$ cat src/verilog/motor_pwm_pkg.sv
package motor_pwm_pkg;

    // PWM timing
    localparam int duty_width        = 12;
    localparam int pwm_period        = 250;   // Clocks per carrier half-period
    localparam int max_on_cycles     = 240;   // Clamp for every duty value
    localparam int counter_width     = $clog2(pwm_period);
    localparam int initial_direction = 0;     // 0 up, 1 down

    // APB register byte offsets
    localparam logic [7:0] addr_duty_u = 8'h00;
    localparam logic [7:0] addr_duty_v = 8'h04;
    localparam logic [7:0] addr_duty_w = 8'h08;
    localparam logic [7:0] addr_commit = 8'h0C;
    localparam logic [7:0] addr_ctrl   = 8'h10;
    localparam logic [7:0] addr_status = 8'h14;

    typedef struct packed {
        logic [duty_width-1:0] u;
        logic [duty_width-1:0] v;
        logic [duty_width-1:0] w;
    } duty_set_t;

    typedef struct packed {
        logic        psel;
        logic        penable;
        logic        pwrite;
        logic [7:0]  paddr;
        logic [31:0] pwdata;
    } apb_req_t;

    typedef struct packed {
        logic [31:0] prdata;
        logic        pready;
        logic        pslverr;
    } apb_rsp_t;

    // Bit 2 is phase u, bit 1 is v, bit 0 is w
    typedef struct packed {
        logic [2:0] pwm;
        logic [2:0] reset_n;
    } phase_out_t;

endpackage

$ cat src/verilog/pwm_apb_regs.sv
`timescale 1ns/1ps

module pwm_apb_regs
    import motor_pwm_pkg::*;
(
    input  logic      clk,
    input  logic      reset,
    input  apb_req_t  apb_req,
    output apb_rsp_t  apb_rsp,
    input  logic      fault_in,
    output logic      enable,
    output logic      pwm_valid,
    output duty_set_t pwm_duty,
    output logic      fault
);

    logic        access;
    logic        wr_access;
    logic        addr_mapped;
    logic        status_clear;
    logic        fault_meta;
    logic        fault_sync;
    logic [31:0] read_data;

    assign access    = apb_req.psel & apb_req.penable;
    assign wr_access = access & apb_req.pwrite;

    // Address decode and read mux
    always_comb begin
        addr_mapped = 1'b1;
        read_data   = '0;
        case (apb_req.paddr)
            addr_duty_u: begin
                read_data = 32'(pwm_duty.u);
            end
            addr_duty_v: begin
                read_data = 32'(pwm_duty.v);
            end
            addr_duty_w: begin
                read_data = 32'(pwm_duty.w);
            end
            addr_commit: begin
                read_data = '0;   // Write-only
            end
            addr_ctrl: begin
                read_data = {31'b0, enable};
            end
            addr_status: begin
                read_data = {31'b0, fault};
            end
            default: begin
                addr_mapped = 1'b0;
            end
        endcase
    end

    assign apb_rsp.prdata  = (access && !apb_req.pwrite) ? read_data : '0;
    assign apb_rsp.pready  = 1'b1;    // No wait states
    assign apb_rsp.pslverr = access & ~addr_mapped;

    assign status_clear = wr_access && (apb_req.paddr == addr_status) && apb_req.pwdata[0];

    // Duty, control and commit
    always_ff @(posedge clk or posedge reset) begin
        if (reset) begin
            pwm_duty  <= '0;
            enable    <= 1'b0;
            pwm_valid <= 1'b0;
        end else begin
            pwm_valid <= wr_access && (apb_req.paddr == addr_commit);
            if (wr_access) begin
                case (apb_req.paddr)
                    addr_duty_u: begin
                        pwm_duty.u <= apb_req.pwdata[duty_width-1:0];
                    end
                    addr_duty_v: begin
                        pwm_duty.v <= apb_req.pwdata[duty_width-1:0];
                    end
                    addr_duty_w: begin
                        pwm_duty.w <= apb_req.pwdata[duty_width-1:0];
                    end
                    addr_ctrl: begin
                        enable <= apb_req.pwdata[0];
                    end
                    default: begin
                    end
                endcase
            end
        end
    end

    // Fault input synchronizer and sticky latch
    always_ff @(posedge clk or posedge reset) begin
        if (reset) begin
            fault_meta <= 1'b0;
            fault_sync <= 1'b0;
            fault      <= 1'b0;
        end else begin
            fault_meta <= fault_in;
            fault_sync <= fault_meta;
            fault      <= fault_sync | (fault & ~status_clear);  // Live fault wins over clear
        end
    end

endmodule

$ cat src/verilog/pwm_half_period_timer.sv
`timescale 1ns/1ps

module pwm_half_period_timer
    import motor_pwm_pkg::*;
(
    input  logic clk,
    input  logic reset,
    input  logic enable,
    output logic trigger
);

    logic [counter_width-1:0] count;
    logic                     wrap;

    assign wrap = (count == counter_width'(pwm_period - 1));

    // One trigger per half-period, count restarts when disabled
    always_ff @(posedge clk or posedge reset) begin
        if (reset) begin
            count   <= '0;
            trigger <= 1'b0;
        end else if (!enable) begin
            count   <= '0;
            trigger <= 1'b0;
        end else begin
            count   <= wrap ? '0 : count + 1'b1;
            trigger <= wrap;
        end
    end

endmodule

$ cat src/verilog/pwm_three_phase_driver.sv
`timescale 1ns/1ps

module pwm_three_phase_driver
    import motor_pwm_pkg::*;
(
    input  logic       clk,
    input  logic       reset,
    input  logic       trigger,
    input  logic       fault,
    input  logic       pwm_valid,
    input  duty_set_t  pwm_duty,
    output phase_out_t phase_out
);

    logic                          dir;       // 0 up, 1 down
    logic [counter_width-1:0]      carrier;
    logic                          drive;
    logic                          update;
    logic [2:0][counter_width-1:0] compare;
    logic [2:0][counter_width-1:0] compare_pending;
    logic [2:0]                    pwm_ff;
    logic                          drive_ff;

    function automatic logic [counter_width-1:0] clamp_duty(
        input logic [duty_width-1:0] duty
    );
        if (duty < duty_width'(max_on_cycles)) begin
            return counter_width'(duty);
        end
        return counter_width'(max_on_cycles);
    endfunction

    // Update buffer, index follows phase_out bit order
    always_ff @(posedge clk) begin
        if (pwm_valid) begin
            compare_pending[2] <= clamp_duty(pwm_duty.u);
            compare_pending[1] <= clamp_duty(pwm_duty.v);
            compare_pending[0] <= clamp_duty(pwm_duty.w);
        end
    end

    // Carrier, direction and active compare set
    always_ff @(posedge clk or posedge reset) begin
        if (reset) begin
            dir     <= 1'(initial_direction);
            carrier <= '0;
            drive   <= 1'b0;
            compare <= '0;
            update  <= 1'b0;
        end else begin
            update <= (pwm_valid | (update & ~trigger)) & ~fault;
            if (trigger) begin
                dir     <= ~dir;
                carrier <= dir ? '0 : counter_width'(pwm_period - 1);
            end else if (!dir) begin
                // Hold at the top if the trigger is late
                if (carrier < counter_width'(pwm_period - 1)) begin
                    carrier <= carrier + 1'b1;
                end
            end else if (carrier != '0) begin
                carrier <= carrier - 1'b1;
            end
            if (fault) begin
                drive <= 1'b0;
            end else if (trigger && update) begin
                drive   <= 1'b1;
                compare <= compare_pending;   // New set only at a turn-around
            end
        end
    end

    // Two register stages to the gate driver
    always_ff @(posedge clk or posedge reset) begin
        if (reset) begin
            pwm_ff    <= '0;
            drive_ff  <= 1'b0;
            phase_out <= '0;
        end else begin
            for (int i = 0; i < 3; i++) begin
                pwm_ff[i] <= drive & ~fault & (carrier < compare[i]);
            end
            drive_ff          <= drive & ~fault;   // Fault stops driving at once
            phase_out.pwm     <= pwm_ff;
            phase_out.reset_n <= {3{drive_ff}};   // Released only while driving
        end
    end

endmodule

$ cat src/verilog/motor_pwm_top.sv
`timescale 1ns/1ps

module motor_pwm_top
    import motor_pwm_pkg::*;
(
    input  logic       clk,
    input  logic       reset,
    input  apb_req_t   apb_req,
    output apb_rsp_t   apb_rsp,
    input  logic       fault_in,
    output phase_out_t phase_out
);

    logic      enable;
    logic      trigger;
    logic      pwm_valid;
    duty_set_t pwm_duty;
    logic      fault;

    pwm_apb_regs regs0 (
        .clk       (clk),
        .reset     (reset),
        .apb_req   (apb_req),
        .apb_rsp   (apb_rsp),
        .fault_in  (fault_in),
        .enable    (enable),
        .pwm_valid (pwm_valid),
        .pwm_duty  (pwm_duty),
        .fault     (fault)
    );

    // Sets the switching frequency
    pwm_half_period_timer timer0 (
        .clk     (clk),
        .reset   (reset),
        .enable  (enable),
        .trigger (trigger)
    );

    pwm_three_phase_driver driver0 (
        .clk       (clk),
        .reset     (reset),
        .trigger   (trigger),
        .fault     (fault),
        .pwm_valid (pwm_valid),
        .pwm_duty  (pwm_duty),
        .phase_out (phase_out)
    );

endmodule

$ cat config.mk
export PLATFORM = sky130hd
export DESIGN_NAME = motor_pwm_top
export DESIGN_NICKNAME = d
export VERILOG_FILES = /design/src/verilog/motor_pwm_pkg.sv /design/src/verilog/pwm_apb_regs.sv /design/src/verilog/pwm_half_period_timer.sv /design/src/verilog/pwm_three_phase_driver.sv /design/src/verilog/motor_pwm_top.sv
export SDC_FILE = /design/constraint.sdc
export NUM_CORES = 1
export LEC_CHECK = 0
export BUFFER_PORTS_ARGS = -buffer_cell sky130_fd_sc_hd__buf_4
export CAP_MARGIN = 20
export CORE_UTILIZATION = 50
export CTS_BUF_LIST = sky130_fd_sc_hd__clkbuf_2 sky130_fd_sc_hd__clkbuf_4 sky130_fd_sc_hd__clkbuf_8
export DETAILED_ROUTE_END_ITERATION = 12
export GPL_TIMING_DRIVEN = 0
export PLACE_DENSITY = 0.73
export REMOVE_ABC_BUFFERS = 1
export SLEW_MARGIN = 20
export SYNTH_ARGS = -nofsm -noshare
export SYNTH_HDL_FRONTEND = slang
export SYNTH_SLANG_ARGS = --single-unit
export TNS_END_PERCENT = 20
$ cat constraint.sdc
create_clock -name clk -period 6.1 [get_ports clk]
set_clock_uncertainty 0.1 [all_clocks]
set_input_delay 0 -clock clk [delete_from_list [all_inputs] [get_ports clk]]
set_output_delay 0 -clock clk [all_outputs]
set_load 0.05 [all_outputs]
* Word-level counts from Yosys, hierarchy flattened
Cells that the tools add are included.
Cells by class: muxes and demuxes 22, $add $sub $neg 3, magnitude comparators 7, equal/unequal tests 7, reductions and logical operators 17, bitwise operators 17
Operator list (count):
- 8-bit two-way mux | 10
- 12-bit case mux with 5 select lines | 1
- 12-bit by 8-bit less-than comparator with 1-bit output, second input constant | 3
- 8-bit less-than comparator | 3
- 8-bit by 1-bit adder with 8-bit output, second input constant | 2
- 8-bit by 4-bit == test with 1-bit output, second input constant | 2
- 8-bit by 5-bit == test with 1-bit output, second input constant | 2
- 12-bit two-way mux | 1
- 2-bit AND reduction | 6
- 1-bit bitwise AND | 10
- 1-bit two-way mux | 10
- 8-bit by 3-bit == test with 1-bit output, second input constant | 1
- 8-bit == test, second input constant | 1
- 8-bit zero test | 1
- 8-bit less-than comparator, second input constant | 1
- 8-bit nonzero test | 1
- 8-bit by 1-bit subtractor with 8-bit output, second input constant | 1
- 6-bit OR reduction | 1
- 1-bit logical AND | 5
- 1-bit inverter | 5
- 3-bit inequality test, second input constant | 1
- 3-bit nonzero test | 1
- 1-bit bitwise OR | 2
- 2-bit nonzero test | 1
- 1-bit zero test | 1
Storage, ports and cells: bits in registers 117, word-level logic and storage cells 97, input port bits 46, output and inout bits 40

* Longest topological paths before layout
Gate-level depths: netlist of run 1.
word-level depth 7, depth in mapped cells 7, gate-level depth less buffers 7

* Cells and area by module
A second synthesis of run 1 with hierarchy kept.
Second synthesis, totals: cell total of the unflattened synthesis 489, area total of the unflattened synthesis 5920.7 um^2
By module, submodules not included:
- pwm_three_phase_driver | cells an instance 270, instances 1, area each 3318.2 um^2, seq. area each 1796.7 um^2
- pwm_apb_regs | cells an instance 174, instances 1, area each 2168.3 um^2, seq. area each 1026.0 um^2
- pwm_half_period_timer | cells an instance 45, instances 1, area each 434.2 um^2, seq. area each 225.2 um^2

* Least setup slack after synthesis of run 1
OpenSTA, ideal clock, no wires.
kind register -> register, from reg driver0.dir, to reg driver0.carrier[7], path buffers 0, arrival time 2.173 ns, data required time 5.874 ns, slack 3.701 ns, cell stages (with the launch flop) 8, period minus slack after synthesis 2.399 ns, library setup time 0.126 ns, cells stage by stage dfrtp_1 -> ha_1 -> o21ai_0 -> nor3_1 -> o21a_1 -> or3_1 -> a2111o_1 -> o311a_1
Between the ends: word-level cells in the longest chain between the ends 2, elaborated cells on any way between the ends 6, classes of those cells eq/ne: 1; mux: 3; reduce/logical: 2
RTL lines:
- start: declaration | line pwm_three_phase_driver.sv:15 | logic dir;
- start signal: assignment | line pwm_three_phase_driver.sv:45 | dir <= 1'(initial_direction);
- start signal: assignment | line pwm_three_phase_driver.sv:53 | dir <= ~dir;
- 3-bit inequality test (no line) (tied with other cells)
- 2-bit AND reduction (no line) / 8-bit two-way mux (equally long branches)
- end signal: assignment | line pwm_three_phase_driver.sv:54 | carrier <= dir ? '0 : counter_width'(pwm_period - 1);
- end signal: assignment | line pwm_three_phase_driver.sv:58 | carrier <= carrier + 1'b1;
- end signal: assignment | line pwm_three_phase_driver.sv:61 | carrier <= carrier - 1'b1;
- end: declaration | line pwm_three_phase_driver.sv:16 | logic [counter_width-1:0] carrier;
Parallel ways exist; a longest one is shown, timed or not. A chain may end at the register's enable or synchronous reset.

* Worst setup path in the final report of run 1
Same ends and word-level chain as after synthesis.

==> flow_results.org, run 1 <==
** Timing
- Highest Clock Rate :: 0.369 GHz
- Normalized max-slew margin :: 0.365
- Setup tns final :: 0 ns
- Endpoints failing setup :: 0
- Of the available clock period, the critical path in the final layout requires 0.444.
- Endpoints failing hold :: 0
- Setup repair after global routing left no endpoint under its margin.
- The smallest clock period supported by the final layout is computed as 2.71 ns.
- Actual transition at the worst max-transition pin :: 0.944 ns
- The count of final max-slew check failures was 0.

** Synth
- dfrtp_1 is the most common cell in the netlist.
- After technology mapping, the gate count stands at 489.
- Share of synthesized area occupied by flip-flops and latches :: 0.531
- Unique cell type count in the Yosys netlist :: 47
- Top area cells in the synthesized netlist :: dfrtp_1 41%, edfxtp_1 13%, mux2_2 12%
- YS warnings :: 0
- Among all flip-flop cells after synthesis, the most frequent one is dfrtp_1.
- Share of the synthesized area in the top cell type :: 0.405
- Number of flops mapped to enable cells by yosys :: 24
- Yosys top cell by area :: dfrtp_1
- Summing every instance area after synthesis gives 5740 um2.
- FF+latch count, synth :: 117
- Share of async-settable or async-resettable flops after synthesis :: 0.795
- Most used standard cells in the synthesized netlist :: 93 x dfrtp_1, 62 x mux2_2, 37 x nor2_1, 29 x ha_1
- Post-Syn Area per Cell :: 11.7 um2

** Worst setup path
- In this run the critical register-to-register path is launched from driver0.dir.
- Critical-path maximum fanout :: 12
- Endpoint kind of the worst setup timing path :: register
- The critical path starts at driver0.dir.
- The worst setup path is launched from a register.
- For the worst setup path, the data arrival time is 2.91 ns.
- Data required time of the worst path :: 6.30 ns
- The setup path with the least slack is of type reg -> reg.

** Pwr
- Power spread over the standard cell area amounts to 245 nW/um2.
- For this design the total switching power over the nets is 375 uW.
- Switch share :: 0.225
- Clk pwr share :: 0.461
- For this design the static power due to leakage is 3.13 nW.
- The internal portion of the total power is 1.29 mW.
- Worst IR Drop VDD :: 0.135 mV
- Part of the total power dissipated in sequential elements :: 0.483
- Of the total power, combinational logic draws 0.056.

** Floorplanning
- Initial standard-cell utilization of the core :: 0.521
- 86 I/O pins were placed.
- In this run the horizontal extent of the chip is 109 um.
- Height of the die :: 109 um
- Site Rows :: 38
- Area enclosed by the die boundary :: 11900 um2
- Total core area :: 11000 um2

** Cells and area
- Of the cells placed in the final design, the portion with a size suffix greater than 1 is 0.286.
- Filler instances :: 866
- Ant diodes :: 0
- The count of cells in the finished layout, fillers not included, comes to 714.
- In the final design database the tool counted 637 nets.
- Relative to the synthesized area, the layout overhead comes to 18.8%.

** CTS
- The number of setup buffers added after CTS is 0.
- Num Clock Sinks :: 117
- In this run the clock root is driven by a clkbuf_8.
- After clock tree synthesis, the clock-pin slew on the worst setup and hold paths is 0.07 ns.
- CTS H-tree depth :: 4
- At the later pin of the worst-skew pair, clock insertion delay measures 0.43 ns.
- TritonCTS built the clock tree.
- In this run, CTS created clock tree buffers numbering 17.
- Buffer depth of the longest clock path :: 2

** Routing
- Routed Wire Length :: 11300 um
- Post-detailed-route wirelength per cell :: 15.8 um
- In this run the remaining antenna-violating nets after routing total 0.
- In the routed design, unresolved DRC markers number 0.
- Number of DRC markers in iteration 0 :: 122
- Vias per cell :: 5.35
- Before antenna repair, the detailed router went through 4 iterations.
- Number of vias after detailed routing :: 3818

** Placed design
- Detailed placement ended at an HPWL of 7690 um.
- Number of port buffers :: 44
- Final GP Congestion :: 0.788
- Counting tap cells, the placed design contains a total of 660 instances.

** Global route
- The via count of the first global-routing pass came to 3861.
- The initial antenna violation count was 0.
- Global route overflow :: 0
- Entering global routing, the biggest net connects 77 pins.
- Wire length of the first global-routing pass :: 18800 um
- Total GRT Usage :: 0.209

** Run status
- The flow ran to the end, and the final reports show no timing, DRC or antenna violations.

** Hold path
- Hold path startpoint :: apb_req[36]
- The path class of the tightest hold or removal check is in -> reg.

** Flow run
- Max-cap violations in this run came to 0.
registers in the layout, summed over array words and instances (netlist names):
| name | count |
|---|---|
| driver0.compare | 24 |
| driver0.phase_out | 4 |
| regs0.pwm_valid | 1 |
| driver0.drive_ff | 1 |
| timer0.count | 8 |
| regs0.pwm_duty | 36 |
| driver0.dir | 1 |
| driver0.compare_pending | 24 |
| driver0.update | 1 |
| timer0.trigger | 1 |
| regs0.fault | 1 |
| regs0.fault_sync | 1 |
| driver0.carrier | 8 |
| regs0.fault_meta | 1 |
| regs0.enable | 1 |
| driver0.pwm_ff | 3 |
| driver0.drive | 1 |
timing repair:
action,in CTS,in global routing
hold buffers,21,0
hold endpoints to repair,133,0
resized for setup,0,0
power groups by stage:
stage / Sequential [mW] / Combinational (mW) / Clock, mW
2_1_floorplan: 0.819 / 0.0545 / 0
3_3_place_gp: 0.821 / 0.0783 / 0
3_5_place_dp: 0.821 / 0.0840 / 0
4_1_cts: 0.805 / 0.0934 / 0.783
5_1_grt: 0.805 / 0.101 / 0.818
6_report: 0.805 / 0.0935 / 0.769
through the flow:
step	hold slack, ns	power, mW	setup WS (ns)	instance area [um2]	util
2_1_floorplan	-0.0686	0.874	3.58	5590	-
3_3_place_gp	0.00970	0.899	2.54	6100	0.553
3_5_place_dp	-0.156	0.905	3.44	6160	0.559
4_1_cts	0.00401	1.68	3.41	6810	0.617
5_1_grt	0.0254	1.72	3.21	6820	0.618
6_report	0.0343	1.67	3.39	6820	0.618
final timing paths:
kind,slack [ns],endpoint,depth (start not counted)
min reg2reg,0.25,driver0.phase_out[3],0
min in group asynchronous,0.57,driver0.pwm_ff[2],4
min,0.03,regs0.enable,4
max reg2reg,3.39,driver0.carrier[7],7
max,3.39,driver0.carrier[7],7
max in group asynchronous,4.72,regs0.pwm_duty[30],5
critical path, cell delays in order (launching register included):
cell and delay [ns]:
dfrtp_1 0.62, ha_1 0.36, o21ai_0 0.32, nor3_1 0.10, o21a_1 0.20, or3_1 0.33, a2111o_1 0.42, o311a_1 0.13
area by class of cell:
class | count | area [um2] | area share
repair buffers | 69 | 594 | 0.0872
clock inverters | 13 | 179 | 0.0262
inverters | 26 | 103 | 0.0150
multi-input cells | 330 | 2460 | 0.361
clock buffers | 19 | 255 | 0.0374
well taps | 140 | 175 | 0.0257
flip-flops and latches | 117 | 3050 | 0.447
cells in the final DEF, fill, tap and decap left out, types with 5 or more instances in the layout:
master / count
dfrtp_1: 93
mux2_2: 62
buf_4: 46
nor2_1: 37
ha_1: 29
a21oi_1: 26
inv_1: 25
edfxtp_1: 24
conb_1: 21
dlygate4sd3_1: 21
nand2_1: 20
clkbuf_8: 18
o21ai_0: 17
and2_1: 14
a22oi_1: 12
or2_2: 12
a21o_1: 9
or4_1: 7
nand3_1: 6
or3_1: 5
nand2b_1: 5
per-layer routing:
metal	track usage	up-vias	wire length, um
met4	0.0907	0	238
met1	0.256	1857	4840
met5	0	-	0
li1	-	1844	-
met3	0.0454	19	435
met2	0.354	98	5770
cell families after synthesis:
group,count (synthesis),share of synthesized area
xor gates and xnor gates,8,0.0122
and+or+nand+nor,126,0.118
DFF,117,0.531
AOI/OAI and AO/OA,83,0.0944
buffers and inverters,61,0.0553
other,2,0.00131
adders and majority gates,30,0.0667
muxes,62,0.122
No activity file was read; power rests on OpenSTA's default activity.
==> run 2: changes to the inputs <==
- clock period: 6.1 -> 2.79 ns (I/O delays scaled with it)
==> run 2 against run 1 <==
Global-route usage stayed put. Total power is 120% higher. Sequential power is 120% higher. Clock-buffer cell count stayed put. Routed wire length is 0.11% higher. Sequential share of layout area hardly changed. Largest power group unchanged.
==> flow_results.org, run 2 (synthesis results as in run 1) <==
** Run status
- The run finished with clean final reports.

** Routing
- The detailed router placed 3815 vias in this run.
- After detailed routing, the average wire length per cell comes to 15.8 um.
- Post-route antenna net violation count :: 0
- The first routing iteration left 122 violations.
- The routed design has 11300 um of wire.
- The first detailed-routing pass took 4 iterations.
- Residual DRC :: 0
- Dividing the detail-routed via count by the number of cells gives 5.34.

** Timing
- Endpoints failing setup :: 0
- After layout, the minimum clock period comes to 2.58 ns.
- Highest Clock Rate :: 0.388 GHz
- Actual transition at the worst max-transition pin :: 0.944 ns
- Endpoints failing hold :: 0
- In this run the tightest slew margin relative to its limit is 0.365.
- Final critical-path share of the clock period :: 0.924
- Setup slack after layout :: 0.212 ns
- Hold Worst Slack :: 0.0323 ns
- Setup repair after global routing left no endpoint under its margin.
- Number of pins with negative max-slew slack in the final report :: 0

** Cells and area
- Relative to the synthesized area, the layout overhead comes to 18.8%.
- Max FFs per register :: 36
- Register with the most flip-flops :: regs0.pwm_duty
- Area of the multi-input gates :: 2460 um2
- Final non-filler cell area :: 6820 um2
- Of the cells placed in the final design, the portion with a size suffix greater than 1 is 0.287.
- After filler insertion, the fill cell instance count of the layout stands at 865.
- Ant diodes :: 0
- Leaving out fill and tap cells, the most frequent cell in the layout is dfrtp_1.
- The final layout contains 637 nets.
- In the layout the commonest cells are 92 x dfrtp_1, 62 x mux2_2, 46 x buf_4.
- Across the whole layout, storage elements account for 3050 um2.
- In the final layout, the registers with the most flip-flops are regs0.pwm_duty: 36 flops, driver0.compare: 24 flops, driver0.compare_pending: 24 flops.
- Fraction of the core area covered by cells at the end of the flow :: 0.618

** CTS
- After clock tree synthesis, the clock-pin slew on the worst setup and hold paths is 0.07 ns.
- TritonCTS built the clock tree.
- Counting along the longest clock path gives a buffer depth of 2.
- Counting the buffers created by CTS gives 17.
- Worst skew pair latency :: 0.43 ns
- Clock root buffer :: clkbuf_8
- CTS H-tree depth :: 4
- Setup Fix Bufs, Post-CTS :: 0
- Num Clock Sinks :: 117

** Worst setup path
- Family with the most delay on the worst path :: compound AO/OA/AOI/OAI gates
- By startpoint and endpoint, the worst setup path is classified as reg -> reg.
- For the worst setup path, the data arrival time is 2.78 ns.
- Master of the slowest instance on the critical path :: dfrtp_1
- Data on the critical path is required at its endpoint by 2.99 ns.
- The number of buffers and inverters on the critical path is 0.
- Of all nets on the critical path, the largest fanout is 8.
- Startpoint type of the worst setup path :: register
- Endpoint kind of the worst setup timing path :: register
- For this run, the slowest stage of the critical path takes 0.52 ns.
- Critical Path, Cell by Cell :: ha_1 -> a211oi_2 -> nor3_1 -> o21a_1 -> or3_1 -> a2111o_1 -> o311a_1

** Placed design
- Once placement finished, the instance area stood at 6160 um2.
- Detailed placement ended at an HPWL of 7690 um.
- Port buffering added 44 buffers.
- Setup Slack @ Placement :: 0.129 ns
- The congestion estimate from routability-driven global placement came to 0.788.

** Global route
- Wire length of the first global-routing pass :: 18800 um
- For this run, global-route usage on met3 was measured as 0.0454.
- Total GRT Usage :: 0.209
- Global-route track usage on met2 :: 0.354
- The initial antenna violation count was 0.
- Via count of the first global-routing pass :: 3861
- Maximum number of pins on one net before global-route repair :: 77
- met2 is the most crowded layer.
- Global routing finished with a remaining overflow of 0.
- In the global route stage, met1 resource usage came out at 0.256.

** Hold path
- The path class of the tightest hold or removal check is in -> reg.

** Pwr
- Worst IR Drop VDD :: 0.296 mV
- Power Density :: 535 nW/um2
- Post-layout total power :: 3.65 mW
- For this design the static power due to leakage is 3.13 nW.

** Floorplanning
- The floorplan has 38 rows.
- The initial utilization of the core area, before any placement, comes to 0.521.
- Area enclosed by the die boundary :: 11900 um2
- Width of the die :: 109 um
- Boundary Pins :: 86
- Measured along the y axis, the die boundary spans 109 um.
- Total core area :: 11000 um2

** Flow run
- Max-cap violations in this run came to 0.
-- run 2: cell count changes in the layout (fill, tap and decap cells not counted) --
cell and delta:
dfrtp_1 -1, dfrtp_2 +1, o21ai_0 -1, o21ai_1 +1
-- run 2: layout make-up --
| cell class | count | area share |
|---|---|---|
| flip-flops and latches | 117 | 0.447 |
| multi-input cells | 330 | 0.361 |
| repair buffers | 69 | 0.0871 |
| clock buffers | 19 | 0.0374 |
| clock inverters | 13 | 0.0262 |
| well taps | 140 | 0.0257 |
| inverters | 26 | 0.0150 |
-- run 2: what timing repair did --
| item | 4_1_cts | 5_1_grt |
|---|---|---|
| hold buffers | 21 | 0 |
| resized for setup | 0 | 2 |
| setup endpoints to repair | 0 | 1 |
| endpoints found under the hold margin | 133 | 0 |
-- run 2: final timing paths --
path	start	to	slack [ns]	cells after the start
setup reg to reg	driver0.carrier[1]	driver0.carrier[7]	0.21	7
hold reg to reg	driver0.pwm_ff[0]	driver0.phase_out[3]	0.25	0
hold / removal	apb_req[36]	regs0.enable	0.03	4
setup / recovery	driver0.carrier[1]	driver0.carrier[7]	0.21	7
min in group asynchronous	reset	driver0.pwm_ff[2]	0.57	4
max in group asynchronous	reset	regs0.pwm_duty[30]	1.41	5
-- run 2: worst min-delay path, cell delays in order --
cell and delay, ns:
buf_4 0.14, and3_1 0.16, nand2_1 0.08, mux2_2 0.15
-- run 2: metrics by stage --
| step | cells | TNS, ns |
|---|---|---|
| finish | 714 | 0 |
| detailed placement | 660 | 0 |
| CTS | 713 | 0 |
| floorplan | 473 | 0 |
| global placement | 657 | -85.08 |
| global route | 714 | 0 |
-- run 2: report_power, final --
group | switching, mW | total [mW] | internal (mW)
sequential | 0.00798 | 1.76 | 1.75
combinational | 0.136 | 0.204 | 0.0686
clock | 0.679 | 1.68 | 1.00
total | 0.823 | 3.65 | 2.83
-- run 2: per-layer routing --
metal / part of all wire / vias up
li1: - / 1844
met1: 0.43 / 1857
met2: 0.51 / 95
met3: 0.039 / 19
met4: 0.021 / 0
met5: 0 / -
==> run 3: changes to the inputs <==
- CELL_PAD_IN_SITES_DETAIL_PLACEMENT: not set -> 1
- CELL_PAD_IN_SITES_GLOBAL_PLACEMENT: not set -> 1
- CORE_UTILIZATION: 50 -> 47
- PLACE_DENSITY: 0.73 -> 0.84
- RECOVER_POWER: not set -> 50
==> run 3 against run 2 <==
Register-to-register slack worse by 0.08 ns. Sequential cell count unchanged. Critical path depth is the same. Combinational power is 2% higher. Clock power grew 2%. Global-route usage up 3.5 points. Non-clock buffer count stayed put. Via count rose by 5.8%. Maximum frequency shrank 3.1%. Design area fell by 0.11%. Die area up 6.3%.
==> flow_results.org, run 3 (synthesis results as in run 1) <==
** Worst setup path
- The signal on the critical path passes through ha_1 -> a211oi_2 -> nor3_1 -> o21a_1 -> or3_1 -> a2111o_1 -> o311a_1.
- For the worst setup path, the data required time is 3.01 ns.
- STA puts the critical path data arrival time at 2.88 ns.
- Master of the slowest instance on the critical path :: dfrtp_1
- STA classifies the critical path startpoint as a register.
- Critical-path maximum fanout :: 8
- Delay contributed by the slowest stage of the critical path :: 0.60 ns
- The critical path is of the reg -> reg type.
- Family with the most delay on the worst path :: compound AO/OA/AOI/OAI gates
- Endpoint kind of the worst setup timing path :: register
- Crit path buf inv count :: 0

** CTS
- Clock slew at the register clock pins of the worst setup and hold paths :: 0.07 ns
- TritonCTS clock tree :: built
- Buffer depth of the longest clock path :: 2
- Once the clock tree was built, the setup fixing pass inserted 0 buffers.
- Clock root buffer :: clkbuf_8
- Worst skew pair latency :: 0.44 ns
- CTS H-tree depth :: 4
- Num Clock Sinks :: 117
- The number of clock buffers added by TritonCTS is 17.

** Placed design
- The number of placed instances, taps included, is 667.
- Number of port buffers :: 44
- Final GP Congestion :: 0.826
- Cell area after placement :: 6170 um2
- HPWL after detailed placement :: 9550 um

** Timing
- After routing, the total negative slack on setup checks comes to 0 ns.
- Setup repair after global routing missed its margin :: no
- Endpoints failing hold :: 0
- Headroom to the max-slew limit came out at 0.339.
- For this run, the top clock speed supported by timing is 0.376 GHz.
- Endpoints failing setup :: 0
- Of the available clock period, the critical path in the final layout requires 0.954.
- Hold timing on the final database bottoms out at a slack of 0.140 ns.
- Number of pins with negative max-slew slack in the final report :: 0
- At the pin with the least slew margin, the transition time is 0.986 ns.
- Final critical path time including I/O delays and setup :: 2.66 ns

** Routing
- Post-detailed-route wirelength per cell :: 19.5 um
- In this run the remaining antenna-violating nets after routing total 0.
- Number of vias after detailed routing :: 4036
- Number of DRC markers in iteration 0 :: 215
- For this run, design rule violations remaining after detail routing come to 0.
- 1st-pass router iterations :: 4
- The routed design has 14100 um of wire.
- Dividing the detail-routed via count by the number of cells gives 5.60.

** Global route
- Wire length of the first global-routing pass :: 23400 um
- Via count of the first global-routing pass :: 4626
- Maximum number of pins on one net before global-route repair :: 76
- The initial antenna violation count was 0.
- For this run the aggregate overflow at the end of global routing stands at 0.
- Total GRT Usage :: 0.243

** Cells and area
- In the final layout, the registers with the most flip-flops are regs0.pwm_duty: 36 flops, driver0.compare: 24 flops, driver0.compare_pending: 24 flops.
- Measured on the finished design, the core utilization comes to 0.570.
- Commonest non-fill, non-tap cell in the layout :: dfrtp_1
- Final non-filler cell area :: 6810 um2
- Ant diodes :: 0
- Syn-to-layout area delta :: 18.7%
- regs0.pwm_duty holds more flip-flops than any other register.
- The register with the most flip-flops in the layout has 36 of them.
- Most frequent cells in the layout :: 92 x dfrtp_1, 62 x mux2_2, 37 x nor2_1, 37 x buf_4, 29 x ha_1
- Total number of nets in the final design :: 637
- Excluding fillers, the count of instances in the completed layout stands at 721.
- In the final layout, the share of cells above drive strength 1 is 0.275.

** Floorplanning
- Height of the die :: 113 um
- The initial utilization of the core area, before any placement, comes to 0.480.
- Width of the die :: 113 um
- Site Rows :: 40
- The region available for standard cell placement spans 12000 um2.
- Boundary Pins :: 86
- Area enclosed by the die boundary :: 12700 um2

** Pwr
- Leakage :: 3.11 nW
- Power Density :: 541 nW/um2
- Worst IR Drop VDD :: 0.334 mV

** Run status
- The run finished with clean final reports.

** Hold path
- The tightest min-delay check is of the in -> reg type.

** Flow run
- Max-cap violations in this run came to 0.
run 3: what timing repair did:
| item | CTS | global route |
|---|---|---|
| hold endpoints to repair | 133 | 0 |
| hold buffers | 21 | 0 |
| endpoints found under the setup margin | 0 | 1 |
| gates resized for setup | 0 | 2 |
run 3: cell type report:
cell class | instances | area (um2)
Clock buffer | 25 | 332
Clock inverter | 7 | 116
Fill cell | 1215 | 5150
Inverter | 26 | 98.8
Multi-Input combinational cell | 330 | 2460
Sequential cell | 117 | 3050
Tap cell | 147 | 184
Timing Repair Buffer | 69 | 568
run 3: metrics by stage:
stage | total power, mW | worst slack (ns)
2_1_floorplan | 1.91 | 0.270
3_3_place_gp | 1.97 | -0.807
3_5_place_dp | 1.98 | 0.148
4_1_cts | 3.72 | 0.0578
5_1_grt | 3.82 | 0.00527
6_report | 3.69 | 0.129
run 3: report_power, final:
group          internal (mW)  switching, mW  total (mW)
logic                 0.0671          0.141       0.209
registers               1.75        0.00882        1.76
clock network           1.05          0.670        1.72
total                   2.87          0.820        3.69
run 3: path summary, 6_finish.rpt:
| kind | to | slack [ns] | cells after the start | from |
|---|---|---|---|---|
| worst max-delay path | driver0.carrier[7] | 0.13 | 7 | driver0.carrier[1] |
| worst min-delay path | regs0.fault_meta | 0.14 | 2 | fault_in |
| worst max register to register | driver0.carrier[7] | 0.13 | 7 | driver0.carrier[1] |
| worst min register to register | driver0.phase_out[3] | 0.25 | 0 | driver0.pwm_ff[0] |
| max in group asynchronous | regs0.pwm_duty[3] | 1.01 | 5 | reset |
| min in group asynchronous | driver0.pwm_ff[2] | 0.76 | 4 | reset |
run 3: metal layers:
layer / GRT usage / wire length, um / vias up
met4: 0.108 / 301 / 0
met2: 0.438 / 7580 / 115
met3: 0.0626 / 587 / 29
li1: - / - / 1844
met1: 0.272 / 5620 / 2048
met5: 0 / 0 / -
